File: src/hdl/codec_cfg_defines.svh
`ifndef CODEC_CFG_DEFINES_SVH
`define CODEC_CFG_DEFINES_SVH

// System clocks per quarter of an SCL period
`define CFG_I2C_QTR 4

// Entries per FIFO, power of two
`define CFG_FIFO_DEPTH 4

// Codec 7-bit bus address
`define CFG_DEV_ADDR 7'h1A

// Registers written by the init sequence
`define CFG_INIT_LEN 7

`endif

File: src/hdl/codec_cfg_pkg.sv
`include "codec_cfg_defines.svh"

package codec_cfg_pkg;

    // One codec register write
    typedef struct packed {
        logic [6:0] reg_addr;
        logic [8:0] reg_data;
    } cfg_word_t;

    typedef struct packed {
        cfg_word_t word;
        logic      from_init;   // Entry came from INIT_TABLE
    } i2c_cmd_t;

    typedef struct packed {
        cfg_word_t  word;
        logic       from_init;
        logic [2:0] nack;       // Bit 2 is the address byte
    } i2c_result_t;

    // Codec bring-up order, index 0 goes out first
    localparam cfg_word_t INIT_TABLE [`CFG_INIT_LEN] = '{
        '{7'h0F, 9'h000},   // Reset
        '{7'h04, 9'h015},   // Analogue path
        '{7'h05, 9'h000},   // Digital path
        '{7'h06, 9'h000},   // Power down
        '{7'h07, 9'h042},   // Interface format
        '{7'h08, 9'h019},   // Sampling
        '{7'h09, 9'h001}    // Active
    };

endpackage

File: src/hdl/cfg_fifo.sv
`include "codec_cfg_defines.svh"

module cfg_fifo #(
    parameter type T = logic [15:0]
) (
    input  logic i_clk,
    input  logic i_rst_n,
    input  logic i_valid,
    input  T     i_data,
    output logic o_ready,
    output logic o_valid,
    output T     o_data,
    input  logic i_ready
);
    localparam int AW = $clog2(`CFG_FIFO_DEPTH);
    localparam logic [AW:0] FULL = (AW + 1)'(`CFG_FIFO_DEPTH);

    T              mem [`CFG_FIFO_DEPTH];
    logic [AW-1:0] wr_ptr;
    logic [AW-1:0] rd_ptr;
    logic [AW:0]   count;
    logic          wr_en;
    logic          rd_en;

    assign o_ready = (count != FULL);
    assign o_valid = (count != '0);
    assign o_data  = mem[rd_ptr];
    assign wr_en   = i_valid && o_ready;
    assign rd_en   = o_valid && i_ready;

    always_ff @(posedge i_clk) begin
        if (!i_rst_n) begin
            wr_ptr <= '0;
            rd_ptr <= '0;
            count  <= '0;
        end else begin
            if (wr_en) wr_ptr <= wr_ptr + 1'b1;   // Wraps at depth
            if (rd_en) rd_ptr <= rd_ptr + 1'b1;
            case ({wr_en, rd_en})
                2'b10:   count <= count + 1'b1;
                2'b01:   count <= count - 1'b1;
                default: count <= count;
            endcase
        end
    end

    always_ff @(posedge i_clk) begin
        if (wr_en) mem[wr_ptr] <= i_data;
    end

endmodule

File: src/hdl/cfg_sequencer.sv
`include "codec_cfg_defines.svh"

module cfg_sequencer import codec_cfg_pkg::*; (
    input  logic      i_clk,
    input  logic      i_rst_n,
    input  logic      i_start,
    input  logic      i_host_valid,
    input  cfg_word_t i_host_word,
    output logic      o_host_ready,
    output logic      o_cmd_valid,
    output i2c_cmd_t  o_cmd,
    input  logic      i_cmd_ready
);
    localparam int IW = $clog2(`CFG_INIT_LEN);
    localparam logic [IW-1:0] IDX_LAST = IW'(`CFG_INIT_LEN - 1);

    typedef enum logic [1:0] {
        S_IDLE,
        S_INIT,
        S_HOST
    } state_t;

    state_t        state;
    logic [IW-1:0] idx;     // Next table entry

    // Command source select
    always_comb begin
        o_cmd        = '{word: i_host_word, from_init: 1'b0};
        o_cmd_valid  = 1'b0;
        o_host_ready = 1'b0;
        case (state)
            S_INIT: begin
                o_cmd       = '{word: INIT_TABLE[idx], from_init: 1'b1};
                o_cmd_valid = 1'b1;
            end
            S_HOST: begin
                o_cmd_valid  = i_host_valid;
                o_host_ready = i_cmd_ready;  // Host sees the FIFO directly
            end
            default: begin
                o_cmd_valid = 1'b0;          // Nothing before first start
            end
        endcase
    end

    always_ff @(posedge i_clk) begin
        if (!i_rst_n) begin
            state <= S_IDLE;
            idx   <= '0;
        end else if (i_start) begin
            state <= S_INIT;                 // Restart from entry 0
            idx   <= '0;
        end else if (state == S_INIT && i_cmd_ready) begin
            if (idx == IDX_LAST) begin
                state <= S_HOST;
            end else begin
                idx <= idx + 1'b1;
            end
        end
    end

endmodule

File: src/hdl/cfg_status.sv
`include "codec_cfg_defines.svh"

module cfg_status import codec_cfg_pkg::*; (
    input  logic        i_clk,
    input  logic        i_rst_n,
    input  logic        i_start,
    input  logic        i_done_pulse,
    input  i2c_cmd_t    i_done_cmd,
    input  logic [2:0]  i_done_nack,
    output logic        o_res_valid,
    output i2c_result_t o_res,
    output logic        o_init_done,
    output logic        o_init_error
);
    localparam int CW = $clog2(`CFG_INIT_LEN + 1);
    localparam logic [CW-1:0] INIT_LAST = CW'(`CFG_INIT_LEN - 1);

    logic [CW-1:0] init_cnt;    // Init results seen since start
    logic          init_hit;

    assign init_hit = i_done_pulse && i_done_cmd.from_init && !o_init_done;

    always_ff @(posedge i_clk) begin
        if (!i_rst_n) begin
            o_res_valid  <= 1'b0;
            init_cnt     <= '0;
            o_init_done  <= 1'b0;
            o_init_error <= 1'b0;
        end else begin
            o_res_valid <= i_done_pulse;    // One write per transaction
            if (i_start) begin
                init_cnt     <= '0;
                o_init_done  <= 1'b0;
                o_init_error <= 1'b0;
            end else if (init_hit) begin
                init_cnt <= init_cnt + 1'b1;
                if (i_done_nack != 3'b000) o_init_error <= 1'b1;
                if (init_cnt == INIT_LAST) o_init_done <= 1'b1;
            end
        end
    end

    always_ff @(posedge i_clk) begin
        if (i_done_pulse) begin
            o_res <= '{word: i_done_cmd.word, from_init: i_done_cmd.from_init,
                       nack: i_done_nack};
        end
    end

endmodule

File: src/hdl/codec_cfg_top.sv
module codec_cfg_top import codec_cfg_pkg::*; (
    input  logic        i_clk,
    input  logic        i_rst_n,
    input  logic        i_start,
    input  logic        i_host_valid,
    input  cfg_word_t   i_host_word,
    output logic        o_host_ready,
    output logic        o_res_valid,
    output i2c_result_t o_res,
    input  logic        i_res_ready,
    output logic        o_scl,
    output logic        o_sda_low,
    input  logic        i_sda,
    output logic        o_init_done,
    output logic        o_init_error
);
    i2c_cmd_t    seq_cmd;
    logic        seq_valid;
    logic        seq_ready;
    i2c_cmd_t    eng_cmd;
    logic        eng_valid;
    logic        eng_ready;
    logic        done_pulse;
    i2c_cmd_t    done_cmd;
    logic [2:0]  done_nack;
    i2c_result_t stat_res;
    logic        stat_valid;
    logic        res_in_ready;
    logic        res_space;

    // A result still on its way into the FIFO counts as occupied
    assign res_space = res_in_ready && !stat_valid;

    cfg_sequencer cfg_sequencer_inst (
        .i_clk        (i_clk),
        .i_rst_n      (i_rst_n),
        .i_start      (i_start),
        .i_host_valid (i_host_valid),
        .i_host_word  (i_host_word),
        .o_host_ready (o_host_ready),
        .o_cmd_valid  (seq_valid),
        .o_cmd        (seq_cmd),
        .i_cmd_ready  (seq_ready)
    );

    cfg_fifo #(.T(i2c_cmd_t)) cmd_fifo_inst (
        .i_clk   (i_clk),
        .i_rst_n (i_rst_n),
        .i_valid (seq_valid),
        .i_data  (seq_cmd),
        .o_ready (seq_ready),
        .o_valid (eng_valid),
        .o_data  (eng_cmd),
        .i_ready (eng_ready)
    );

    i2c_write_engine i2c_write_engine_inst (
        .i_clk        (i_clk),
        .i_rst_n      (i_rst_n),
        .i_cmd_valid  (eng_valid),
        .i_cmd        (eng_cmd),
        .o_cmd_ready  (eng_ready),
        .i_res_space  (res_space),
        .o_scl        (o_scl),
        .o_sda_low    (o_sda_low),
        .i_sda        (i_sda),
        .o_done_pulse (done_pulse),
        .o_done_cmd   (done_cmd),
        .o_done_nack  (done_nack)
    );

    cfg_status cfg_status_inst (
        .i_clk        (i_clk),
        .i_rst_n      (i_rst_n),
        .i_start      (i_start),
        .i_done_pulse (done_pulse),
        .i_done_cmd   (done_cmd),
        .i_done_nack  (done_nack),
        .o_res_valid  (stat_valid),
        .o_res        (stat_res),
        .o_init_done  (o_init_done),
        .o_init_error (o_init_error)
    );

    cfg_fifo #(.T(i2c_result_t)) res_fifo_inst (
        .i_clk   (i_clk),
        .i_rst_n (i_rst_n),
        .i_valid (stat_valid),
        .i_data  (stat_res),
        .o_ready (res_in_ready),
        .o_valid (o_res_valid),
        .o_data  (o_res),
        .i_ready (i_res_ready)
    );

endmodule

File: src/hdl/i2c_write_engine.sv
`include "codec_cfg_defines.svh"

module i2c_write_engine import codec_cfg_pkg::*; (
    input  logic       i_clk,
    input  logic       i_rst_n,
    input  logic       i_cmd_valid,
    input  i2c_cmd_t   i_cmd,
    output logic       o_cmd_ready,
    input  logic       i_res_space,
    output logic       o_scl,
    output logic       o_sda_low,
    input  logic       i_sda,
    output logic       o_done_pulse,
    output i2c_cmd_t   o_done_cmd,
    output logic [2:0] o_done_nack
);
    localparam int QW = $clog2(`CFG_I2C_QTR + 1);
    localparam logic [QW-1:0] Q_LAST = QW'(`CFG_I2C_QTR - 1);
    localparam logic [4:0] SLOT_START = 5'd0;
    localparam logic [4:0] SLOT_STOP  = 5'd28;

    logic          busy;
    logic [QW-1:0] qcnt;        // Cycles within a quarter
    logic [1:0]    phase;       // Quarter within an SCL period
    logic [4:0]    slot;        // 0 START, 1..27 frame bits, 28 STOP
    logic [26:0]   frame;       // MSB is the bit on the wire
    i2c_cmd_t      cmd_q;
    logic [2:0]    nack_q;
    logic          accept;
    logic          qtr_end;
    logic          slot_end;
    logic          is_bit_slot;
    logic          sample_pt;

    assign o_cmd_ready  = !busy && i_res_space;
    assign accept       = o_cmd_ready && i_cmd_valid;
    assign qtr_end      = (qcnt == Q_LAST);
    assign slot_end     = qtr_end && (phase == 2'd3);
    assign is_bit_slot  = (slot != SLOT_START) && (slot != SLOT_STOP);
    // Middle of SCL high
    assign sample_pt    = busy && qtr_end && (phase == 2'd1);
    assign o_done_pulse = busy && slot_end && (slot == SLOT_STOP);
    assign o_done_cmd   = cmd_q;
    assign o_done_nack  = nack_q;

    // Pin levels per slot and quarter
    always_comb begin
        o_scl     = 1'b1;
        o_sda_low = 1'b0;
        if (busy) begin
            if (slot == SLOT_START) begin
                o_scl     = (phase != 2'd3);
                o_sda_low = (phase != 2'd0);    // SDA falls with SCL high
            end else if (slot == SLOT_STOP) begin
                o_scl     = (phase != 2'd0);
                o_sda_low = !phase[1];          // SDA rises with SCL high
            end else begin
                o_scl     = (phase == 2'd1) || (phase == 2'd2);
                o_sda_low = !frame[26];
            end
        end
    end

    always_ff @(posedge i_clk) begin
        if (!i_rst_n) begin
            busy  <= 1'b0;
            qcnt  <= '0;
            phase <= '0;
            slot  <= '0;
        end else if (!busy) begin
            if (accept) begin
                busy  <= 1'b1;
                qcnt  <= '0;
                phase <= '0;
                slot  <= SLOT_START;
            end
        end else begin
            qcnt <= qtr_end ? '0 : qcnt + 1'b1;
            if (qtr_end) phase <= phase + 1'b1;
            if (slot_end) begin
                if (slot == SLOT_STOP) busy <= 1'b0;
                else slot <= slot + 1'b1;
            end
        end
    end

    // Frame, command copy and ack samples
    always_ff @(posedge i_clk) begin
        if (accept) begin
            cmd_q  <= i_cmd;
            nack_q <= '0;
            // Ones in the ack positions leave SDA released for the slave
            frame  <= {`CFG_DEV_ADDR, 1'b0, 1'b1,
                       i_cmd.word.reg_addr, i_cmd.word.reg_data[8], 1'b1,
                       i_cmd.word.reg_data[7:0], 1'b1};
        end else begin
            if (busy && slot_end && is_bit_slot) frame <= {frame[25:0], 1'b1};
            if (sample_pt) begin
                case (slot)
                    5'd9:    nack_q[2] <= i_sda;  // Frame bit 8, address byte
                    5'd18:   nack_q[1] <= i_sda;  // Frame bit 17
                    5'd27:   nack_q[0] <= i_sda;  // Frame bit 26
                    default: nack_q    <= nack_q;
                endcase
            end
        end
    end

endmodule

File: config.mk
export PLATFORM = sky130hd
export DESIGN_NAME = codec_cfg_top
export DESIGN_NICKNAME = d
export VERILOG_FILES = /design/src/hdl/codec_cfg_pkg.sv /design/src/hdl/cfg_fifo.sv /design/src/hdl/cfg_sequencer.sv /design/src/hdl/cfg_status.sv /design/src/hdl/codec_cfg_top.sv /design/src/hdl/i2c_write_engine.sv
export VERILOG_INCLUDE_DIRS = /design/src /design/src/hdl
export SDC_FILE = /design/constraint.sdc
export NUM_CORES = 1
export LEC_CHECK = 0
export ABC_AREA = 1
export BUFFER_PORTS_ARGS = -buffer_cell sky130_fd_sc_hd__buf_2
export CAP_MARGIN = 20
export CORE_MARGIN = 3
export CORE_UTILIZATION = 40
export CTS_BUF_LIST = sky130_fd_sc_hd__clkbuf_4 sky130_fd_sc_hd__clkbuf_8
export CTS_CLUSTER_SIZE = 14
export DETAILED_ROUTE_END_ITERATION = 10
export SLEW_MARGIN = 20
export SYNTH_ARGS = -nofsm -noshare
export SYNTH_HDL_FRONTEND = slang
export SYNTH_SLANG_ARGS = --single-unit
File: constraint.sdc
create_clock -name i_clk -period 5.1 [get_ports i_clk]
set_clock_uncertainty 0.2 [all_clocks]
set_input_delay 1.02 -clock i_clk [delete_from_list [all_inputs] [get_ports i_clk]]
set_output_delay 1.02 -clock i_clk [all_outputs]
set_load 0.02 [all_outputs]
Word-level counts from Yosys, hierarchy flattened

Memory sizes are Yosys's and may differ from the RTL's. A register that Yosys moved wholly into a read port is not among the register bits.
Cells that the tools add are included.

Register bits after elaboration: 102
Memory bits (writable): 148
ROM bits: 128
Input port bits: 22
Output and inout bits: 26
Logic and storage cells: 157
Memories: 3

$add $sub $neg: 13
$lt $le $gt $ge: 1
Eq/ne operators: 23
Muxes and demuxes: 40
Bitwise operators: 3
Reductions and logical operators: 45

Memory list:

| memory            | depth | width | read ports | clocked after Yosys merged registers in | wr ports | RTL line            | RTL |
|---|---|---|---|---|---|---|---|
| (name not given)  | 8     | 16    | 1          | 0                                       | 0        | cfg_sequencer.sv:33 | `o_cmd = '{word: INIT_TABLE[idx], from_init: 1'b1};` |
| res_fifo_inst.mem | 4     | 20    | 1          | 1                                       | 1        | cfg_fifo.sv:18      | `` T mem [`CFG_FIFO_DEPTH]; `` |
| cmd_fifo_inst.mem | 4     | 17    | 1          | 1                                       | 1        | cfg_fifo.sv:18      |  |

Operator list:

| operator              | number |
|---|---|
| $mux W18              | 2 |
| $mux W16              | 2 |
| $mux W5               | 4 |
| $mux W1               | 18 |
| $reduce_and A2 Y1     | 9 |
| $mux W17              | 1 |
| $logic_and A1 B1 Y1   | 16 |
| $add A3 B1 Y3 const B | 5 |
| $eq A5 B5 Y1 const B  | 3 |
| $mux W2               | 7 |
| $reduce_bool A2 Y1    | 7 |
| $pmux W3 S2           | 2 |
| $add A2 B1 Y2 const B | 5 |
| $eq A2 B2 Y1 const B  | 5 |
| $mux W3               | 3 |
| $reduce_bool A3 Y1    | 3 |
| $eq A2 B1 Y1 const B  | 4 |
| $ne A2 B2 Y1 const B  | 4 |
| $eq A3 B3 Y1 const B  | 2 |
| $ne A3 B3 Y1 const B  | 2 |
| $sub A3 B1 Y3 const B | 2 |
| $add A5 B1 Y5 const B | 1 |
| $eq A5 B4 Y1 const B  | 1 |
| $logic_not A1 Y1      | 5 |
| other kinds (11)      | 12 |

Depth between registers and ports, before layout

Word-level depth: 7
Gate-level depth with buffers: 12
Mapped depth without buffers: 12

Modules after synthesis

From an unflattened synthesis, not the netlist that was laid out.

Cells, all modules: 914
Area, all modules: 10517.6 um2

Modules (own cells, without submodules):

| module                   | instances | cells each | area each (um2) | seq. area each (um2) |
|---|---|---|---|---|
| cfg_fifo (res_fifo_inst) | 1         | 262        | 3439.5          | 2582.5 |
| cfg_fifo (cmd_fifo_inst) | 1         | 232        | 3149.3          | 2222.1 |
| i2c_write_engine         | 1         | 261        | 2461.1          | 1471.4 |
| cfg_status               | 1         | 61         | 888.4           | 720.7 |
| cfg_sequencer            | 1         | 96         | 569.3           | 100.1 |
| codec_cfg_top            | 1         | 2          | 10.0            | 0.0 |

Least setup slack after synthesis

OpenSTA, ideal clock, no wires.

Path kind: input -> register
Start: input port i_host_valid
End: memory cmd_fifo_inst.mem[0][0] (netlist bit), enable pin
Data arrival time: 2.094 ns
Data required time: 4.509 ns
Path slack: 2.415 ns
Cell stages on the path: 4
Buffers on the path: 0
Cell sequence: nand2_1 > a21oi_1 > nand2_1 > nor2_1

Longest elaborated chain between the ends: 4

RTL lines:

| item                          | RTL line            | RTL |
|---|---|---|
| start, declared               | codec_cfg_top.sv:5  | `input logic i_host_valid,` |
| $pmux W1 S2                   | cfg_sequencer.sv:31 | `case (state)` |
| $logic_and A1 B1 Y1           | cfg_fifo.sv:28      | `assign wr_en = i_valid && o_ready;` |
| $mux W1                       | cfg_fifo.sv:48      | `if (wr_en) mem[wr_ptr] <= i_data;` |
| $mux W1 (not written as such) | cfg_fifo.sv:48      |  |
| end, declared                 | cfg_fifo.sv:18      |  |

Every way passes these cells.

==> results.md <==
Yosys:
- The top cell type by total area after synthesis is sky130_fd_sc_hd__edfxtp_1.
- For this run, the number of Yosys warnings is 0.
- The most numerous cell in the Yosys netlist is sky130_fd_sc_hd__edfxtp_1.
- The average cell area after synthesis is ~12 um^2.
- Synthesis instantiated 34 different standard cells from the library.
- For this run, the register share of the synthesized area comes to 0.699.
- In this run, synthesis produced a sequential element count of 254.
- Ranked by instance count, the synthesized netlist is headed by 201 x sky130_fd_sc_hd__edfxtp_1, 142 x sky130_fd_sc_hd__nor2_1, 114 x sky130_fd_sc_hd__nand2_1.
- The instance count of the mapped netlist is just under 900.
- The number of nets in the synthesized netlist is 921.
- The synthesized netlist occupies a cell area of approximately 0.010 mm^2.
- In the synthesized netlist the dominant register cell turns out to be sky130_fd_sc_hd__edfxtp_1.
- In the post-synthesis netlist, the biggest area contributors are sky130_fd_sc_hd__edfxtp_1 59%, sky130_fd_sc_hd__dfxtp_1 10%, sky130_fd_sc_hd__nor2_1 5.2%.
- The post-synthesis async set-or-reset flop share is 0.
- The synthesized design contains 201 enable-type register cells.
- Of the post-synthesis cell area, the dominant cell type holds 0.594.

Final layout:
- The layout overhead on the synthesized area is 12.6%.
- Of the cells placed in the final design, the portion with a size suffix greater than 1 is 0.142.
- The combined area of the multi-input logic cells is roughly 0.0026 mm^2.
- The filler cell count is 2253.
- The number of diodes added for antenna fixing is 0.
- The final layout contains 987 nets.
- The sequential cell area is 0.00710 mm^2.

Critical path:
- The startpoint kind of the worst setup timing path is a flip-flop.
- The cell type of the slowest stage on the worst timing path is sky130_fd_sc_hd__clkinv_1.
- The kind of capture point of the worst setup path is a primary output.
- Of all nets on the critical path, the largest fanout is 41.
- Traced cell by cell, the critical path runs through buf_4 > clkinv_1 > o21ai_0 > o22ai_1 > buf_2.
- The maximum single-stage delay on the critical path is between 800 and 900 ps.
- The total buffers and inverters traversed by the critical path is 3.
- The worst setup path is of the flip-flop to primary output kind.
- The worst path arrival time is 2840 ps.
- The worst register-to-register path begins at cfg_sequencer_inst.state[1].
- The kind of cell with the highest combined delay on the critical path is buffers and inverters.
- The critical path required time is 3880 ps.

Timing:
- The worst hold margin is around 220 ps.
- The number of hold-slack violations in the final timing report is 0.
- Setup repair after global routing left no endpoint under its margin.
- The post-route clock period utilization is 0.797.
- The total negative slack is 0 ps.
- The setup violation total in the final timing report is 0.
- The worst path needs 4060 ps of the cycle, external delays included.
- Headroom to the max-slew limit came out at 0.342.
- The final critical-path setup slack is 1040 ps.
- The count of final max-slew check failures is 0.
- The timing-limited maximum frequency is 0.246 GHz.
- For the pin with the worst max-slew slack, the measured transition is between 900 and 1000 ps.

Power:
- The share of total power in combinational logic is 0.161.
- Cell internal power was estimated by the tool at 3.57 mW.
- The share of power burned in registers is 0.525.
- The switching share of power is 0.294.
- The power density over the cells is 442 mW/mm^2.
- VDD sags by at most 0.000216 V.
- The relative contribution of the clock network to total power is 0.315.
- The switching power summed over all nets is 1.49 mW.
- In this run the static leakage power is roughly 4.3 nW.

Die:
- The die is about 170 um tall.
- In this run the standard cell core region covers 0.0246 mm^2.
- The number of rows in the core area is 57.
- 48 I/O pins were placed.
- The starting utilization of the core area is 0.413.
- Measured along the x axis, the die boundary spans 165 um.
- The floorplan step defined a die boundary enclosing 0.0273 mm^2.

Worst hold path:
- The min-delay analysis places its worst path in the category flip-flop to flip-flop.
- In this run the most critical hold path is launched from i2c_write_engine_inst.o_done_cmd[15].

Clock network:
- The number of buffers added to fix hold violations after cts is 0.
- The clock transition at the registers of the reported paths is 60 ps.
- The H-tree generated during clock tree synthesis spans 2 levels.
- The worst-case clock buffer depth is 3.
- The post-cts sizing count is 0.
- After clock tree synthesis, the setup repair step added 0 buffers.
- The tree is rooted in a sky130_fd_sc_hd__clkbuf_8.
- The clock latency at the later pin of the worst-skew pair is 530 ps.
- The clock sink total is 254.
- Clock tree synthesis inserted a total of 40 buffers.
- TritonCTS built the clock tree.

Global route:
- In the global route stage, overall resource usage came out at 0.139.
- The wire length of the first global-routing pass is 30000 um.
- Entering global routing, the biggest net connects between 40 and 50 pins.
- The number of global-route vias before repair came to 5870.
- The total grt overflow is 0.
- The initial antenna violation count is 0.

Routing:
- The routed design uses approximately 8400 um of met2 wire.
- The detailed router finished its first iteration with 411 violations.
- The routed via count is 6226.
- The met3 wire length is 851 um.
- The pre-antenna-repair detailed-routing pass consisted of 4 iterations.
- Summed over all layers, the routed wires come to 18500 um.
- The ratio of routed vias to standard cells is 4.82.
- Dividing the detail-routed wire length by the instance count gives 14.3 um.
- The wire length on met1 is 8930 um.
- The number of antenna-violating nets in the routed design is 0.
- The uppermost metal layer occupied by signal nets is met4.
- After detailed routing, the number of remaining DRC violations is 0.

Placed design:
- Before CTS, the worst setup slack after placement is 1810 ps.
- Detailed placement finished with a half-perimeter wire length of 11400 um.
- At the end of routability-driven placement, the weighted congestion stood at slightly above 0.8.
- Buffers placed on the I/O ports in this run total 47.

Run:
- Max-cap violations in this run came to 0.

Status:
- The run finished with clean final reports.
## stage by stage
stage / cell area [um^2] / instances / utilization / total power [mW]
after floorplan: 10200 / 870 / - / 3.30
after global placement: 10700 / 1218 / 0.435 / 3.50
after detailed placement: 10700 / 1218 / 0.435 / 3.52
after CTS: 11400 / 1291 / 0.465 / 5.12
after global routing: 11400 / 1291 / 0.465 / 5.38
final: 11400 / 1291 / 0.465 / 5.06
## placed cells by master, fill, tap and decap left out, types with 2 or more instances in the layout
cell,count
sky130_fd_sc_hd__clkinvlp_4,2
sky130_fd_sc_hd__clkinv_1,13
sky130_fd_sc_hd__nor3_1,4
sky130_fd_sc_hd__nand4_1,7
sky130_fd_sc_hd__nor2_2,2
sky130_fd_sc_hd__nand3_1,20
sky130_fd_sc_hd__inv_8,2
sky130_fd_sc_hd__clkbuf_4,7
sky130_fd_sc_hd__nor2_1,141
sky130_fd_sc_hd__buf_2,47
sky130_fd_sc_hd__a21oi_1,31
sky130_fd_sc_hd__dfxtp_1,53
sky130_fd_sc_hd__o21ai_1,5
sky130_fd_sc_hd__buf_4,9
sky130_fd_sc_hd__edfxtp_1,201
sky130_fd_sc_hd__fa_1,2
sky130_fd_sc_hd__nand2_1,114
sky130_fd_sc_hd__inv_2,3
sky130_fd_sc_hd__o22ai_1,37
sky130_fd_sc_hd__clkbuf_8,41
sky130_fd_sc_hd__ha_1,27
sky130_fd_sc_hd__nand3_2,4
sky130_fd_sc_hd__clkinv_2,9
sky130_fd_sc_hd__inv_1,69
sky130_fd_sc_hd__o21ai_0,102
sky130_fd_sc_hd__nand2_2,4
## worst register-to-register path, delay by kind of cell (launching register included)
| kind | cells | cell delay (ps) |
|---|---|---|
| compound gates | 1 | 230 |
| fa+ha+maj | 1 | 650 |
| buf+inv | 2 | 430 |
| flops | 1 | 310 |
| simple gates | 2 | 1010 |
## final timing paths
path | endpoint | slack (ps) | depth (start not counted)
setup reg to reg | cmd_fifo_inst.mem[2][4] | 1870 | 6
hold / removal | cfg_status_inst.o_res[18] | 220 | 0
hold reg to reg | cfg_status_inst.o_res[18] | 220 | 0
setup / recovery | o_res[14] | 1040 | 5
## power groups by stage
stage	clock network (mW)	registers, mW	logic [mW]
2_1_floorplan	0	2.64	0.659
3_5_place_dp	0	2.70	0.819
6_report	1.59	2.65	0.814
3_3_place_gp	0	2.69	0.812
5_1_grt	1.75	2.68	0.947
4_1_cts	1.64	2.66	0.822
## registers in the layout, summed over array words and instances (netlist names), 2 cells and up, named ones only
register and flops:
res_fifo_inst.mem 80, cmd_fifo_inst.mem 68, i2c_write_engine_inst.frame 26, cfg_status_inst.o_res 20
i2c_write_engine_inst.o_done_cmd 17, i2c_write_engine_inst.slot 5, cfg_sequencer_inst.idx 3, cfg_status_inst.init_cnt 3
cmd_fifo_inst.count 3, i2c_write_engine_inst.o_done_nack 3, i2c_write_engine_inst.qcnt 3, res_fifo_inst.count 3
cfg_sequencer_inst.state 2, cmd_fifo_inst.rd_ptr 2, cmd_fifo_inst.wr_ptr 2, i2c_write_engine_inst.phase 2
res_fifo_inst.rd_ptr 2, res_fifo_inst.wr_ptr 2
## cells by family after synthesis
kind of cell    count (synthesis)  synth area share
simple gates                  302             0.126
flops                         254             0.699
compound gates                178            0.0930
buf+inv                       106            0.0446
fa+ha+maj                      29            0.0372
xor+xnor                        1          0.000863
## area by class of cell
cell class	count	share of cell area
inverters	74	0.0245
clock buffers	48	0.0539
well taps	324	0.0354
multi-input cells	510	0.228
flip-flops and latches	254	0.620
repair buffers	56	0.0265
clock inverters	25	0.0112
## metal layers
layer | GRT usage | vias up
met1 | 0.193 | 2902
met2 | 0.220 | 135
met5 | 0 | -
met4 | 0.0427 | 0
li1 | - | 3158
met3 | 0.0297 | 31
Power figures use the tool's default switching activity.
